**config.mk**
```make
export PLATFORM = sky130hd
export DESIGN_NAME = sfu_unit
export DESIGN_NICKNAME = d
export VERILOG_FILES = /design/src/rtl/sfu_isa_pkg.sv /design/src/rtl/sfu_csr_pkg.sv /design/src/rtl/sfu_dispatch.sv /design/src/rtl/sfu_wctl_unit.sv /design/src/rtl/sfu_csr_unit.sv /design/src/rtl/sfu_commit_arb.sv /design/src/rtl/sfu_unit.sv
export VERILOG_INCLUDE_DIRS = /design/src /design/src/rtl
export SDC_FILE = /design/constraint.sdc
export NUM_CORES = 1
export LEC_CHECK = 0
export BUFFER_PORTS_ARGS = -buffer_cell sky130_fd_sc_hd__buf_4
export CORE_UTILIZATION = 58
export CTS_CLUSTER_DIAMETER = 200
export CTS_CLUSTER_SIZE = 10
export DETAILED_ROUTE_END_ITERATION = 16
export PLACE_DENSITY_LB_ADDON = 0.12
export SLEW_MARGIN = 20
export SYNTH_ARGS = -nofsm -noshare
export SYNTH_HDL_FRONTEND = slang
export SYNTH_HIERARCHICAL = 1
export SYNTH_SLANG_ARGS = --single-unit
```
**constraint.sdc**
```tcl
create_clock -name clk -period 2.9 [get_ports clk]
set_input_delay 0.29 -clock clk [delete_from_list [all_inputs] [get_ports clk]]
set_output_delay 0.29 -clock clk [all_outputs]
set_load 0.01 [all_outputs]
```
**src/rtl/sfu_defs.svh**
```systemverilog
/*
 * SFU sizing macros: warp count, threads per warp and datapath width
 */
`ifndef SFU_DEFS_SVH
`define SFU_DEFS_SVH

// Warps per core
`define SFU_NUM_WARPS 4

// Threads per warp, also the thread-mask width
`define SFU_NUM_THREADS 4

// Operand and result width
`define SFU_XLEN 32

// Warp index width
`define SFU_WARP_BITS ($clog2(`SFU_NUM_WARPS))

`endif

```
**src/rtl/sfu_isa_pkg.sv**
```systemverilog
/*
 * SFU instruction-side types: operation codes, warp-control kinds
 * and the two views of the request argument word
 */
package sfu_isa_pkg;

    typedef enum logic [1:0] {
        OP_CSRRW = 2'd0,
        OP_CSRRS = 2'd1,
        OP_CSRRC = 2'd2,
        OP_WCTL  = 2'd3
    } sfu_op_e;

    // Codes 2 and 3 are reserved and execute as a no-op
    typedef enum logic [1:0] {
        WCTL_TMC    = 2'd0,
        WCTL_WSPAWN = 2'd1,
        WCTL_RSVD2  = 2'd2,
        WCTL_RSVD3  = 2'd3
    } wctl_kind_e;

    typedef struct packed {
        logic [3:0]  rsvd;
        logic [11:0] addr;
    } csr_arg_t;

    typedef struct packed {
        logic [13:0] rsvd;
        wctl_kind_e  kind;
    } wctl_arg_t;

    typedef union packed {
        csr_arg_t  csr;
        wctl_arg_t wctl;
    } sfu_arg_u;

endpackage

```
**src/rtl/sfu_csr_pkg.sv**
```systemverilog
/*
 * SFU CSR address map
 */
package sfu_csr_pkg;

    // Scratch registers, read/write
    localparam logic [11:0] CSR_SCRATCH0 = 12'h340;
    localparam logic [11:0] CSR_SCRATCH1 = 12'h341;

    // Free-running cycle count
    localparam logic [11:0] CSR_MCYCLE = 12'hB00;

    // Warp state views, read-only
    localparam logic [11:0] CSR_WARP_ID      = 12'hCC1;
    localparam logic [11:0] CSR_ACTIVE_WARPS = 12'hCC3;
    localparam logic [11:0] CSR_TMASK        = 12'hCC4;

endpackage

```
**src/rtl/sfu_dispatch.sv**
```systemverilog
/*
 * SFU dispatch: registers an incoming request and steers it to
 * warp control or the CSR block
 */
`include "sfu_defs.svh"

module sfu_dispatch (
    input  logic                         clk,
    input  logic                         reset,
    input  logic                         req_valid,
    input  sfu_isa_pkg::sfu_op_e         req_op,
    input  logic [`SFU_WARP_BITS-1:0]    req_warp,
    input  sfu_isa_pkg::sfu_arg_u        req_arg,
    input  logic [`SFU_XLEN-1:0]         req_data,
    input  logic [4:0]                   req_rd,
    output logic                         wctl_req,
    output logic                         csr_req,
    output sfu_isa_pkg::sfu_op_e         exe_op,
    output logic [`SFU_WARP_BITS-1:0]    exe_warp,
    output sfu_isa_pkg::sfu_arg_u        exe_arg,
    output logic [`SFU_XLEN-1:0]         exe_data,
    output logic [4:0]                   exe_rd
);
    logic is_wctl;

    assign is_wctl = (req_op == sfu_isa_pkg::OP_WCTL);

    always_ff @(posedge clk) begin
        if (reset) begin
            wctl_req <= 1'b0;
            csr_req  <= 1'b0;
        end else begin
            wctl_req <= req_valid && is_wctl;
            csr_req  <= req_valid && !is_wctl;
        end
    end

    // Shared fields, one copy for both blocks
    always_ff @(posedge clk) begin
        exe_op   <= req_op;
        exe_warp <= req_warp;
        exe_arg  <= req_arg;
        exe_data <= req_data;
        exe_rd   <= req_rd;
    end

endmodule

```
**src/rtl/sfu_wctl_unit.sv**
```systemverilog
/*
 * Warp control: per-warp thread masks and the active-warp mask,
 * updated by TMC and WSPAWN
 */
`include "sfu_defs.svh"

module sfu_wctl_unit (
    input  logic                          clk,
    input  logic                          reset,
    input  logic                          wctl_req,
    input  logic [`SFU_WARP_BITS-1:0]     exe_warp,
    input  sfu_isa_pkg::sfu_arg_u         exe_arg,
    input  logic [`SFU_XLEN-1:0]          exe_data,
    input  logic [4:0]                    exe_rd,
    input  logic [`SFU_WARP_BITS-1:0]     rd_warp,
    output logic [`SFU_NUM_THREADS-1:0]   rd_tmask,
    output logic [`SFU_NUM_WARPS-1:0]     active,
    output logic                          wctl_valid,
    output logic [`SFU_WARP_BITS-1:0]     wctl_warp,
    output logic [`SFU_NUM_THREADS-1:0]   wctl_tmask,
    output logic [`SFU_NUM_WARPS-1:0]     wctl_active,
    output logic                          res_valid,
    output logic [`SFU_WARP_BITS-1:0]     res_warp,
    output logic [4:0]                    res_rd
);
    logic [`SFU_NUM_THREADS-1:0] tmask   [`SFU_NUM_WARPS];
    logic [`SFU_NUM_THREADS-1:0] tmask_n [`SFU_NUM_WARPS];
    logic [`SFU_NUM_WARPS-1:0]   active_n;
    logic [`SFU_NUM_WARPS-1:0]   spawn;
    logic                        is_tmc;
    logic                        is_wspawn;

    assign is_tmc    = wctl_req && (exe_arg.wctl.kind == sfu_isa_pkg::WCTL_TMC);
    assign is_wspawn = wctl_req && (exe_arg.wctl.kind == sfu_isa_pkg::WCTL_WSPAWN);

    // Warps that WSPAWN brings up from inactive
    assign spawn = exe_data[`SFU_NUM_WARPS-1:0] & ~active;

    // Read port for the CSR block
    assign rd_tmask = tmask[rd_warp];

    always_comb begin
        active_n = active;
        tmask_n  = tmask;
        if (is_tmc) begin
            tmask_n[exe_warp] = exe_data[`SFU_NUM_THREADS-1:0];
            if (exe_data[`SFU_NUM_THREADS-1:0] == '0) begin
                active_n[exe_warp] = 1'b0;
            end
        end
        if (is_wspawn) begin
            active_n = active | exe_data[`SFU_NUM_WARPS-1:0];
            for (int w = 0; w < `SFU_NUM_WARPS; w++) begin
                if (spawn[w]) begin
                    tmask_n[w] = '1;
                end
            end
        end
    end

    always_ff @(posedge clk) begin
        if (reset) begin
            active     <= `SFU_NUM_WARPS'(1);
            wctl_valid <= 1'b0;
            res_valid  <= 1'b0;
            for (int w = 0; w < `SFU_NUM_WARPS; w++) begin
                tmask[w] <= '1;
            end
        end else begin
            active     <= active_n;
            tmask      <= tmask_n;
            wctl_valid <= is_tmc || is_wspawn;
            // Reserved kinds still commit
            res_valid  <= wctl_req;
        end
    end

    always_ff @(posedge clk) begin
        wctl_warp   <= exe_warp;
        wctl_tmask  <= tmask_n[exe_warp];
        wctl_active <= active_n;
        res_warp    <= exe_warp;
        res_rd      <= exe_rd;
    end

endmodule

```
**src/rtl/sfu_csr_unit.sv**
```systemverilog
/*
 * CSR block beside warp control: scratch registers, cycle counter
 * and read-only views of warp state, two-cycle read/modify/write
 */
`include "sfu_defs.svh"

module sfu_csr_unit (
    input  logic                          clk,
    input  logic                          reset,
    input  logic                          csr_req,
    input  sfu_isa_pkg::sfu_op_e          exe_op,
    input  logic [`SFU_WARP_BITS-1:0]     exe_warp,
    input  sfu_isa_pkg::sfu_arg_u         exe_arg,
    input  logic [`SFU_XLEN-1:0]          exe_data,
    input  logic [4:0]                    exe_rd,
    output logic [`SFU_WARP_BITS-1:0]     rd_warp,
    input  logic [`SFU_NUM_THREADS-1:0]   rd_tmask,
    input  logic [`SFU_NUM_WARPS-1:0]     active,
    output logic                          res_valid,
    output logic [`SFU_WARP_BITS-1:0]     res_warp,
    output logic [4:0]                    res_rd,
    output logic [`SFU_XLEN-1:0]          res_data
);
    logic [`SFU_XLEN-1:0]      scratch0;
    logic [`SFU_XLEN-1:0]      scratch1;
    logic [`SFU_XLEN-1:0]      cycle_cnt;
    logic [`SFU_XLEN-1:0]      old_val;
    logic [`SFU_XLEN-1:0]      new_val;
    logic                      s1_valid;
    logic [`SFU_WARP_BITS-1:0] s1_warp;
    logic [4:0]                s1_rd;
    logic [`SFU_XLEN-1:0]      s1_data;

    // Thread mask lookup for the requesting warp
    assign rd_warp = exe_warp;

    always_comb begin
        case (exe_arg.csr.addr)
            sfu_csr_pkg::CSR_SCRATCH0:     old_val = scratch0;
            sfu_csr_pkg::CSR_SCRATCH1:     old_val = scratch1;
            sfu_csr_pkg::CSR_MCYCLE:       old_val = cycle_cnt;
            sfu_csr_pkg::CSR_WARP_ID:      old_val = `SFU_XLEN'(exe_warp);
            sfu_csr_pkg::CSR_ACTIVE_WARPS: old_val = `SFU_XLEN'(active);
            sfu_csr_pkg::CSR_TMASK:        old_val = `SFU_XLEN'(rd_tmask);
            default:                       old_val = '0;
        endcase
    end

    always_comb begin
        case (exe_op)
            sfu_isa_pkg::OP_CSRRS: new_val = old_val | exe_data;
            sfu_isa_pkg::OP_CSRRC: new_val = old_val & ~exe_data;
            default:               new_val = exe_data;
        endcase
    end

    always_ff @(posedge clk) begin
        if (reset) begin
            scratch0  <= '0;
            scratch1  <= '0;
            cycle_cnt <= '0;
            s1_valid  <= 1'b0;
            res_valid <= 1'b0;
        end else begin
            cycle_cnt <= cycle_cnt + 1'b1;
            s1_valid  <= csr_req;
            res_valid <= s1_valid;
            // Only the scratch pair is writable
            if (csr_req && exe_arg.csr.addr == sfu_csr_pkg::CSR_SCRATCH0) begin
                scratch0 <= new_val;
            end
            if (csr_req && exe_arg.csr.addr == sfu_csr_pkg::CSR_SCRATCH1) begin
                scratch1 <= new_val;
            end
        end
    end

    always_ff @(posedge clk) begin
        s1_warp  <= exe_warp;
        s1_rd    <= exe_rd;
        s1_data  <= old_val;
        res_warp <= s1_warp;
        res_rd   <= s1_rd;
        res_data <= s1_data;
    end

endmodule

```
**src/rtl/sfu_commit_arb.sv**
```systemverilog
/*
 * Commit arbiter: merges CSR and warp-control results in issue order,
 * CSR first, with one holding slot for a colliding warp-control result
 */
`include "sfu_defs.svh"

module sfu_commit_arb (
    input  logic                      clk,
    input  logic                      reset,
    input  logic                      csr_res_valid,
    input  logic [`SFU_WARP_BITS-1:0] csr_res_warp,
    input  logic [4:0]                csr_res_rd,
    input  logic [`SFU_XLEN-1:0]      csr_res_data,
    input  logic                      wctl_res_valid,
    input  logic [`SFU_WARP_BITS-1:0] wctl_res_warp,
    input  logic [4:0]                wctl_res_rd,
    output logic                      commit_valid,
    output logic [`SFU_WARP_BITS-1:0] commit_warp,
    output logic [4:0]                commit_rd,
    output logic                      commit_wb,
    output logic [`SFU_XLEN-1:0]      commit_data
);
    logic                      hold_valid;
    logic [`SFU_WARP_BITS-1:0] hold_warp;
    logic [4:0]                hold_rd;
    logic                      wctl_blocked;

    // A colliding CSR result or an older held entry goes out first
    assign wctl_blocked = csr_res_valid || hold_valid;

    always_comb begin
        commit_valid = csr_res_valid || hold_valid || wctl_res_valid;
        commit_warp  = wctl_res_warp;
        commit_rd    = wctl_res_rd;
        commit_wb    = 1'b0;
        commit_data  = '0;
        if (csr_res_valid) begin
            commit_warp = csr_res_warp;
            commit_rd   = csr_res_rd;
            commit_wb   = 1'b1;
            commit_data = csr_res_data;
        end else if (hold_valid) begin
            commit_warp = hold_warp;
            commit_rd   = hold_rd;
        end
    end

    always_ff @(posedge clk) begin
        if (reset) begin
            hold_valid <= 1'b0;
        end else begin
            hold_valid <= wctl_res_valid && wctl_blocked;
        end
    end

    always_ff @(posedge clk) begin
        if (wctl_res_valid) begin
            hold_warp <= wctl_res_warp;
            hold_rd   <= wctl_res_rd;
        end
    end

endmodule

```
**src/rtl/sfu_unit.sv**
```systemverilog
/*
 * SFU top level: dispatch, warp control, CSR block and commit arbiter
 */
`include "sfu_defs.svh"

module sfu_unit (
    input  logic                          clk,
    input  logic                          reset,
    input  logic                          req_valid,
    input  sfu_isa_pkg::sfu_op_e          req_op,
    input  logic [`SFU_WARP_BITS-1:0]     req_warp,
    input  sfu_isa_pkg::sfu_arg_u         req_arg,
    input  logic [`SFU_XLEN-1:0]          req_data,
    input  logic [4:0]                    req_rd,
    output logic                          commit_valid,
    output logic [`SFU_WARP_BITS-1:0]     commit_warp,
    output logic [4:0]                    commit_rd,
    output logic                          commit_wb,
    output logic [`SFU_XLEN-1:0]          commit_data,
    output logic                          wctl_valid,
    output logic [`SFU_WARP_BITS-1:0]     wctl_warp,
    output logic [`SFU_NUM_THREADS-1:0]   wctl_tmask,
    output logic [`SFU_NUM_WARPS-1:0]     wctl_active
);
    logic                        wctl_req;
    logic                        csr_req;
    sfu_isa_pkg::sfu_op_e        exe_op;
    logic [`SFU_WARP_BITS-1:0]   exe_warp;
    sfu_isa_pkg::sfu_arg_u       exe_arg;
    logic [`SFU_XLEN-1:0]        exe_data;
    logic [4:0]                  exe_rd;
    logic [`SFU_WARP_BITS-1:0]   rd_warp;
    logic [`SFU_NUM_THREADS-1:0] rd_tmask;
    logic [`SFU_NUM_WARPS-1:0]   active;
    logic                        wctl_res_valid;
    logic [`SFU_WARP_BITS-1:0]   wctl_res_warp;
    logic [4:0]                  wctl_res_rd;
    logic                        csr_res_valid;
    logic [`SFU_WARP_BITS-1:0]   csr_res_warp;
    logic [4:0]                  csr_res_rd;
    logic [`SFU_XLEN-1:0]        csr_res_data;

    sfu_dispatch dispatch (
        .clk       (clk),
        .reset     (reset),
        .req_valid (req_valid),
        .req_op    (req_op),
        .req_warp  (req_warp),
        .req_arg   (req_arg),
        .req_data  (req_data),
        .req_rd    (req_rd),
        .wctl_req  (wctl_req),
        .csr_req   (csr_req),
        .exe_op    (exe_op),
        .exe_warp  (exe_warp),
        .exe_arg   (exe_arg),
        .exe_data  (exe_data),
        .exe_rd    (exe_rd)
    );

    sfu_wctl_unit wctl_unit (
        .clk         (clk),
        .reset       (reset),
        .wctl_req    (wctl_req),
        .exe_warp    (exe_warp),
        .exe_arg     (exe_arg),
        .exe_data    (exe_data),
        .exe_rd      (exe_rd),
        .rd_warp     (rd_warp),
        .rd_tmask    (rd_tmask),
        .active      (active),
        .wctl_valid  (wctl_valid),
        .wctl_warp   (wctl_warp),
        .wctl_tmask  (wctl_tmask),
        .wctl_active (wctl_active),
        .res_valid   (wctl_res_valid),
        .res_warp    (wctl_res_warp),
        .res_rd      (wctl_res_rd)
    );

    sfu_csr_unit csr_unit (
        .clk       (clk),
        .reset     (reset),
        .csr_req   (csr_req),
        .exe_op    (exe_op),
        .exe_warp  (exe_warp),
        .exe_arg   (exe_arg),
        .exe_data  (exe_data),
        .exe_rd    (exe_rd),
        .rd_warp   (rd_warp),
        .rd_tmask  (rd_tmask),
        .active    (active),
        .res_valid (csr_res_valid),
        .res_warp  (csr_res_warp),
        .res_rd    (csr_res_rd),
        .res_data  (csr_res_data)
    );

    sfu_commit_arb commit_arb (
        .clk            (clk),
        .reset          (reset),
        .csr_res_valid  (csr_res_valid),
        .csr_res_warp   (csr_res_warp),
        .csr_res_rd     (csr_res_rd),
        .csr_res_data   (csr_res_data),
        .wctl_res_valid (wctl_res_valid),
        .wctl_res_warp  (wctl_res_warp),
        .wctl_res_rd    (wctl_res_rd),
        .commit_valid   (commit_valid),
        .commit_warp    (commit_warp),
        .commit_rd      (commit_rd),
        .commit_wb      (commit_wb),
        .commit_data    (commit_data)
    );

endmodule

```
==> impl_metrics.json, run 1 <==
{
  "status": "completed",
  "cp-end-kind": "flip-flop",
  "fin_area_mm2": 0.0124,
  "grt_pass1_vias": 7562,
  "period_needed_ns": 2.40,
  "cp.required_ns": 3.38,
  "fin_tns_setup_ns": 0,
  "p_leak_uw": 0.00507,
  "stdcell_count": 1372,
  "grt_antenna_before_repair": 1,
  "clk_latency_ns": 0.53,
  "die_w_um": 134,
  "clk_pin_slew_worst_paths_ns": 0.05,
  "dp_hpwl_um": 14600,
  "finalSetupViolations": 0,
  "utilization": 0.723,
  "yosys_warnings": 6,
  "diodes": 0,
  "chipHeight_um": 134,
  "synth_area_mm2": 0.0102,
  "path_max_fanout": 15,
  "core_mm2": 0.0172,
  "skew_ns": 0.00842,
  "cts_setup_buffers": 0,
  "critPathSlowestCell": "nand2b_1",
  "area_growth_pct": 22.3,
  "grt_setup_unrepaired": "no",
  "drv_slew": 0,
  "crit_type": "flip-flop to flip-flop",
  "place.gp.congestion": 0.877,
  "relSlewSlack": 0.351,
  "drive_gt1_frac": 0.172,
  "arrival_ns": 2.88,
  "cts_resized": 0,
  "vias_per_cell": 5.65,
  "dpl_cell_area_mm2": 0.0111,
  "critPathLaunchType": "flip-flop",
  "maxCapViolations": 0,
  "wl_um": 23400,
  "grt_pass1_wl_um": 37700,
  "clock-root-buffer": "clkbuf_16",
  "ioPinCount": 112,
  "worstMarginPinSlew_ns": 0.969,
  "syn_area_per_cell_um2": 10.2,
  "initial_core_util": 0.591,
  "fin_crit_sh": 0.828,
  "grt_usage": 0.260,
  "num_vias": 7756,
  "highest_layer": "met4",
  "routedWlPerCell_um": 17.1,
  "cpPeakStageDelay_ns": 0.55,
  "rows": 48,
  "synth_nets": 1061,
  "clk_path_buf_depth": 3,
  "peakVddDrop_mv": 0.416,
  "wl_met1_um": 10400,
  "wl_met3_um": 1280,
  "place_inst": 1282,
  "final_nets": 1206,
  "cts_tree": "built",
  "drc": 0,
  "min_path_type": "input port to flip-flop",
  "drt_iter0_markers": 523,
  "cts_buffers": 31,
  "wl_met2_um": 11400,
  "gr-total-overflow": 0,
  "power-per-cell-area_mw_per_mm2": 617,
  "dieArea_mm2": 0.0180,
  "grt_max_degree": 33,
  "hold_violations": 0,
  "num-fill-cells": 1236,
  "first_pass_iters": 5,
  "syn_inst": 998,
  "ant_nets": 0,
  "crit_chain": "inv_1, ha_1, nand2b_1, buf_4, o31ai_1, a22o_1",
  "cts_sinks": 276,
  "fmax_mhz": 417,
  "h-tree-depth": 1,
  "portBuffers": 107
}
[routing by layer]
metal	vias to the layer above	global-route usage
met5	-	0
met4	0	0.0743
met3	37	0.0416
met2	217	0.446
met1	3703	0.339
li1	3799	-
[cells in the final DEF, fill, tap and decap left out, drive strengths merged, types with 22 or more instances in the layout]
cell type    count
buf            126
and2            39
a22o            50
a22oi           34
nand2           96
inv             38
o21ai           22
dfxtp          269
nand3           24
dlygate4sd3     53
clkbuf          36
nor2            69
a21oi           45
[area by class of cell]
| type | count | area [um2] | share of cell area |
|---|---|---|---|
| tap | 225 | 282 | 0.0227 |
| sequential | 276 | 5600 | 0.451 |
| clock inverter | 1 | 30.0 | 0.00242 |
| inverter | 38 | 143 | 0.0115 |
| multi-input combinational | 617 | 4100 | 0.330 |
| clock buffer | 36 | 795 | 0.0640 |
| timing repair buffer | 179 | 1480 | 0.119 |
[repair_timing]
item	in CTS	in global routing
endpoints found under the hold margin	55	0
hold buffers	53	0
setup endpoints to repair	0	0
[sequential cells by signal, summed over array words and instances, names as in the netlist, 12 cells and up]
signal,cells
dispatch/exe_arg,12
wctl_unit/tmask,16
csr_unit/res_data,32
dispatch/exe_data,32
csr_unit/s1_data,32
csr_unit/scratch1,32
csr_unit/cycle_cnt,32
csr_unit/scratch0,32
[stage by stage]
step / power [uW] / hold slack [ns] / worst slack (ns)
floorplan: 4200 / 0.310 / 0.829
global placement: 4340 / 0.310 / 0.623
detailed placement: 4350 / 0.312 / 0.571
CTS: 7720 / 0.00790 / 0.386
global route: 7920 / 0.0118 / 0.369
finish: 7660 / 0.0252 / 0.500
[worst paths after layout]
check | from | endpoint | slack (ns) | depth (start not counted)
max | dispatch/exe_op[0]$_DFF_P_ | csr_unit/scratch1[17]$_SDFFE_PP0P_ | 0.50 | 6
min reg2reg | csr_unit/s1_data[23]$_DFF_P_ | csr_unit/res_data[23]$_DFF_P_ | 0.32 | 0
max reg2reg | dispatch/exe_op[0]$_DFF_P_ | csr_unit/scratch1[17]$_SDFFE_PP0P_ | 0.50 | 6
min | req_valid | dispatch/wctl_req$_SDFF_PP0_ | 0.03 | 3
[where the power goes]
part	switching [uW]	internal, uW
sequential	58.2	3870
clock	1350	1970
combinational	206	195
total	1620	6040
[critical path: cells and delay by family (launching register included)]
family,cells,cell delay [ns]
and+or+nand+nor,1,0.55
AOI/OAI and AO/OA,2,0.60
buffers and inverters,2,0.44
DFF,1,0.33
adders and majority gates,1,0.43
Note: power is estimated with default switching activity, not from simulation.
==> run 2, diff against run 1 <==
==> constraint.sdc (replaced) <==
create_clock -name clk -period 2.5 [get_ports clk]
set_input_delay 0.25 -clock clk [delete_from_list [all_inputs] [get_ports clk]]
set_output_delay 0.25 -clock clk [all_outputs]
set_load 0.01 [all_outputs]
==> impl_metrics.json, run 2 (same netlist as run 1, synthesis figures left out) <==
{
  "ant_nets": 0,
  "h-tree-depth": 1,
  "drt_iter0_markers": 598,
  "crit_chain": "nor2_1, and3b_1, a22oi_1, o31ai_1, a22o_1",
  "hold_ws_ns": 0.0848,
  "crit_type": "flip-flop to flip-flop",
  "grt_max_degree": 39,
  "cts_sinks": 276,
  "vias_per_cell": 5.77,
  "clk_path_buf_depth": 3,
  "dieArea_mm2": 0.0180,
  "drive_gt1_frac": 0.178,
  "gr-total-overflow": 0,
  "chipHeight_um": 134,
  "skew_ns": 0.0102,
  "final_common_cell": "dfxtp_1",
  "num_vias": 7973,
  "path_max_fanout": 18,
  "critPathLaunchType": "flip-flop",
  "status": "completed",
  "maxCapViolations": 0,
  "dp_hpwl_um": 14800,
  "reg2reg_depth": 5,
  "relSlewSlack": 0.451,
  "ioPinCount": 112,
  "drv_slew": 0,
  "area_growth_pct": 23.1,
  "period_needed_ns": 2.33,
  "grt_antenna_before_repair": 1,
  "place_ws_ns": 0.286,
  "p_leak_uw": 0.00512,
  "power-per-cell-area_mw_per_mm2": 709,
  "hold_violations": 0,
  "worstMarginPinSlew_ns": 0.823,
  "cp.required_ns": 2.97,
  "core_mm2": 0.0172,
  "clk_pin_slew_worst_paths_ns": 0.06,
  "arrival_ns": 2.80,
  "diodes": 0,
  "grt_setup_unrepaired": "no",
  "critPathSlowestCell": "and3b_1",
  "first_pass_iters": 6,
  "grt_pass1_wl_um": 37800,
  "routedWlPerCell_um": 17.1,
  "cpPeakStageDelay_ns": 0.74,
  "fin_tns_setup_ns": 0,
  "cts_buffers": 31,
  "place.gp.congestion": 0.864,
  "peakVddDrop_mv": 0.503,
  "num-fill-cells": 1249,
  "finalWorstSetupSlack_ns": 0.172,
  "clk_latency_ns": 0.53,
  "multi_input_area_mm2": 0.00410,
  "hold_depth": 2,
  "cp-end-kind": "flip-flop",
  "fmax_mhz": 430,
  "drc": 0,
  "die_w_um": 134,
  "mostFrequentLayoutCells": "dfxtp_1 (269), buf_4 (136), nand2_1 (96), nor2_1 (68), dlygate4sd3_1 (54)",
  "final_nets": 1217,
  "grt_usage": 0.262,
  "cts_resized": 0,
  "fin_crit_sh": 0.931,
  "min_path_type": "input port to flip-flop",
  "postCtsHoldBufs": 54,
  "grt_pass1_vias": 7676,
  "clock-root-buffer": "clkbuf_16",
  "rows": 48,
  "wl_um": 23700,
  "finalSetupViolations": 0,
  "initial_core_util": 0.591,
  "cts_tree": "built",
  "seq_area_mm2": 0.00560,
  "portBuffers": 107,
  "cts_setup_buffers": 0
}
run 2: changes by cell type in the layout (fill, tap and decap cells not counted), sizes merged:
cell and change:
buf +10, dlygate4sd3 +1
run 2: critical path: cells and delay by family, from the launching register on:
family          cells  cell delay (ns)
compound gates      3             0.87
flops               1             0.41
simple gates        2             0.98
run 2: metrics by stage:
step / cell area (um2) / util / cells / power (uW)
after floorplan: 10200 / - / 998 / 4880
after global placement: 11100 / 0.648 / 1292 / 5050
after detailed placement: 11100 / 0.648 / 1292 / 5060
after CTS: 12500 / 0.728 / 1383 / 8930
after global routing: 12500 / 0.728 / 1383 / 9180
final: 12500 / 0.728 / 1383 / 8870
run 2: cell type report:
cell class	count	share of cell area
timing repair buffer	190	0.125
clock buffer	36	0.0636
multi-input combinational	617	0.328
clock inverter	1	0.00240
sequential	276	0.448
inverter	38	0.0114
tap	225	0.0225
run 2: layer usage:
layer	track usage	routed length [um]	vias to the layer above
li1	-	-	3830
met1	0.349	10400	3823
met2	0.435	11400	270
met3	0.0355	1440	50
met4	0.0943	549	0
met5	0	0	-
run 2: worst paths after layout:
path / to / from / slack (ns)
worst max-delay path: csr_unit/scratch1[17]$_SDFFE_PP0P_ / dispatch/exe_arg[2]$_DFF_P_ / 0.17
worst min-delay path: csr_unit/cycle_cnt[0]$_SDFF_PP0_ / reset / 0.08
worst max register to register: csr_unit/scratch1[17]$_SDFFE_PP0P_ / dispatch/exe_arg[2]$_DFF_P_ / 0.17
worst min register to register: csr_unit/res_data[17]$_DFF_P_ / csr_unit/s1_data[17]$_DFF_P_ / 0.32
run 2: report_power, final:
group          leakage [uW]  switching, uW  internal (uW)
sequential          0.00226           65.2           4500
clock              0.000402           1540           2290
combinational       0.00246            247            234
==> run 3, diff against run 2 <==
--- a/config.mk
+++ b/config.mk
@@ -7,7 +7,7 @@
 export NUM_CORES = 1
 export LEC_CHECK = 0
 export BUFFER_PORTS_ARGS = -buffer_cell sky130_fd_sc_hd__buf_4
-export CORE_UTILIZATION = 58
+export CORE_UTILIZATION = 52
 export CTS_CLUSTER_DIAMETER = 200
 export CTS_CLUSTER_SIZE = 10
 export DETAILED_ROUTE_END_ITERATION = 16
==> constraint.sdc (replaced) <==
create_clock -name clk -period 1.96 [get_ports clk]
set_input_delay 0.294 -clock clk [delete_from_list [all_inputs] [get_ports clk]]
set_output_delay 0.294 -clock clk [all_outputs]
set_load 0.01 [all_outputs]
==> impl_metrics.json, run 3 (same netlist as run 1, synthesis figures left out) <==
{
  "status": "completed",
  "final_common_cell": "dfxtp_1",
  "fmax_mhz": 531,
  "path_max_fanout": 6,
  "highest_layer": "met4",
  "clk_path_buf_depth": 3,
  "grt_pass1_vias": 7705,
  "cp_num_cells": 5,
  "dpl_cell_area_mm2": 0.0116,
  "cp.required_ns": 2.38,
  "rows": 50,
  "grt_usage": 0.249,
  "clkPwrFrac": 0.430,
  "ioPinCount": 112,
  "switching_share": 0.211,
  "cts_sinks": 276,
  "power-per-cell-area_mw_per_mm2": 876,
  "h-tree-depth": 1,
  "grt_setup_unrepaired": "no",
  "hold_violations": 0,
  "chipHeight_um": 142,
  "drv_slew": 0,
  "finalWorstSetupSlack_ns": 0.0782,
  "clk_pin_slew_worst_paths_ns": 0.06,
  "wl_met3_um": 1180,
  "peakVddDrop_mv": 0.581,
  "crit_start": "dispatch/exe_warp[0]$_DFF_P_",
  "fin_crit_sh": 0.960,
  "arrival_ns": 2.30,
  "r2r_start": "dispatch/exe_warp[0]$_DFF_P_",
  "reg2reg_depth": 5,
  "initial_core_util": 0.536,
  "period_needed_ns": 1.88,
  "reg2reg_to": "csr_unit/scratch0[0]$_SDFFE_PP0P_",
  "skew_ns": 0.0108,
  "clock-root-buffer": "clkbuf_16",
  "p_seq_frac": 0.510,
  "gr-total-overflow": 0,
  "portBuffers": 107,
  "hold_depth": 3,
  "first_pass_iters": 5,
  "cp-endpoint": "csr_unit/scratch0[0]$_SDFFE_PP0P_",
  "grt_antenna_before_repair": 1,
  "clk_latency_ns": 0.53,
  "critPathSlowestCell": "mux4_2",
  "vias_per_cell": 5.42,
  "fin_tns_setup_ns": 0,
  "pwr-share-comb": 0.060,
  "crit_family": "compound AO/OA/AOI/OAI gates",
  "crit_chain": "mux4_2, and2_1, a221oi_2, o211ai_1, a32o_1",
  "dp_hpwl_um": 16200,
  "dieArea_mm2": 0.0201,
  "cpPeakStageDelay_ns": 0.53,
  "fin_area_mm2": 0.0130,
  "drt_iter0_markers": 488,
  "wl_um": 24800,
  "num-fill-cells": 1475,
  "cts_buffers": 31,
  "crit_buf_inv": 0,
  "place.gp.congestion": 0.879,
  "power.switching_uw": 2400,
  "num_vias": 7912,
  "area_growth_pct": 27.9,
  "utilization": 0.685,
  "p_leak_uw": 0.00537,
  "place_ws_ns": -0.0171,
  "routedWlPerCell_um": 17.0,
  "hold_ws_ns": 0.0285,
  "diodes": 0,
  "grt_max_degree": 32,
  "die_w_um": 142,
  "final_nets": 1261,
  "grt_pass1_wl_um": 39600,
  "relSlewSlack": 0.591,
  "maxCapViolations": 0,
  "cts_setup_buffers": 0,
  "finalSetupViolations": 0,
  "ant_nets": 0,
  "mostFrequentLayoutCells": "dfxtp_1 (265), buf_4 (171), nand2_1 (96), nor2_1 (67), dlygate4sd3_1 (53)",
  "drc": 0,
  "worstMarginPinSlew_ns": 0.609,
  "core_mm2": 0.0190,
  "r2r_setup_slack_ns": 0.08,
  "critPathLaunchType": "flip-flop",
  "wl_met2_um": 11900,
  "min_path_type": "input port to flip-flop",
  "drive_gt1_frac": 0.218,
  "cp-end-kind": "flip-flop",
  "cts_tree": "built",
  "crit_type": "flip-flop to flip-flop",
  "wl_met1_um": 11400,
  "p_int_uw": 8980
}
run 3: cell types whose count changed in the layout (fill, tap and decap cells not counted), sizes merged:
| cell | previous run | this run |
|---|---|---|
| clkbuf | 36 | 34 |
| buf | 136 | 181 |
| dlygate4sd3 | 54 | 53 |
run 3: area by class of cell:
cell class,count,area [um2],share of cell area
inverters,38,143,0.0110
clock inverters,1,30.0,0.00231
multi-input cells,617,4130,0.318
well taps,260,325,0.0250
clock buffers,34,787,0.0606
repair buffers,234,1980,0.152
flip-flops and latches,276,5600,0.431
run 3: worst min-delay path by stage:
stage                                       startpoint  slack [ns]                       endpoint
after floorplan            csr_unit/s1_data[0]$_DFF_P_        0.31   csr_unit/res_data[0]$_DFF_P_
after global placement    csr_unit/s1_data[11]$_DFF_P_        0.31  csr_unit/res_data[11]$_DFF_P_
after detailed placement   csr_unit/s1_warp[1]$_DFF_P_        0.31   csr_unit/res_warp[1]$_DFF_P_
after CTS                                    req_valid        0.01    dispatch/csr_req$_SDFF_PP0_
after global routing                         req_valid        0.02    dispatch/csr_req$_SDFF_PP0_
final                                        req_valid        0.03    dispatch/csr_req$_SDFF_PP0_
run 3: power by group through the flow:
stage / registers [uW] / clock network, uW / logic (uW)
5_1_grt: 5810 / 5250 / 732
6_report: 5800 / 4900 / 677
4_1_cts: 5800 / 4980 / 667
3_5_place_dp: 5920 / 0 / 576
2_1_floorplan: 5900 / 0 / 324
3_3_place_gp: 5920 / 0 / 568
run 3: tightest hold or removal path: stages:
cell	delay, ns
buf_4	0.12
nand2b_4	0.07
a21oi_2	0.03
run 3: metrics by stage:
stage	cells	power [uW]
floorplan	998	6220
global placement	1372	6490
detailed placement	1372	6500
CTS	1460	11400
global route	1460	11800
finish	1460	11400
run 3: metal layers:
metal | vias to the layer above | track usage
li1 | 3910 | -
met1 | 3740 | 0.340
met2 | 232 | 0.415
met3 | 30 | 0.0337
met4 | 0 | 0.0662
met5 | - | 0
run 3: repair_timing:
action | 4_1_cts | 5_1_grt
endpoints found under the hold margin | 54 | 0
setup endpoints to repair | 22 | 50
resized for setup | 4 | 10
cloned | 0 | 0
hold buffers | 53 | 0
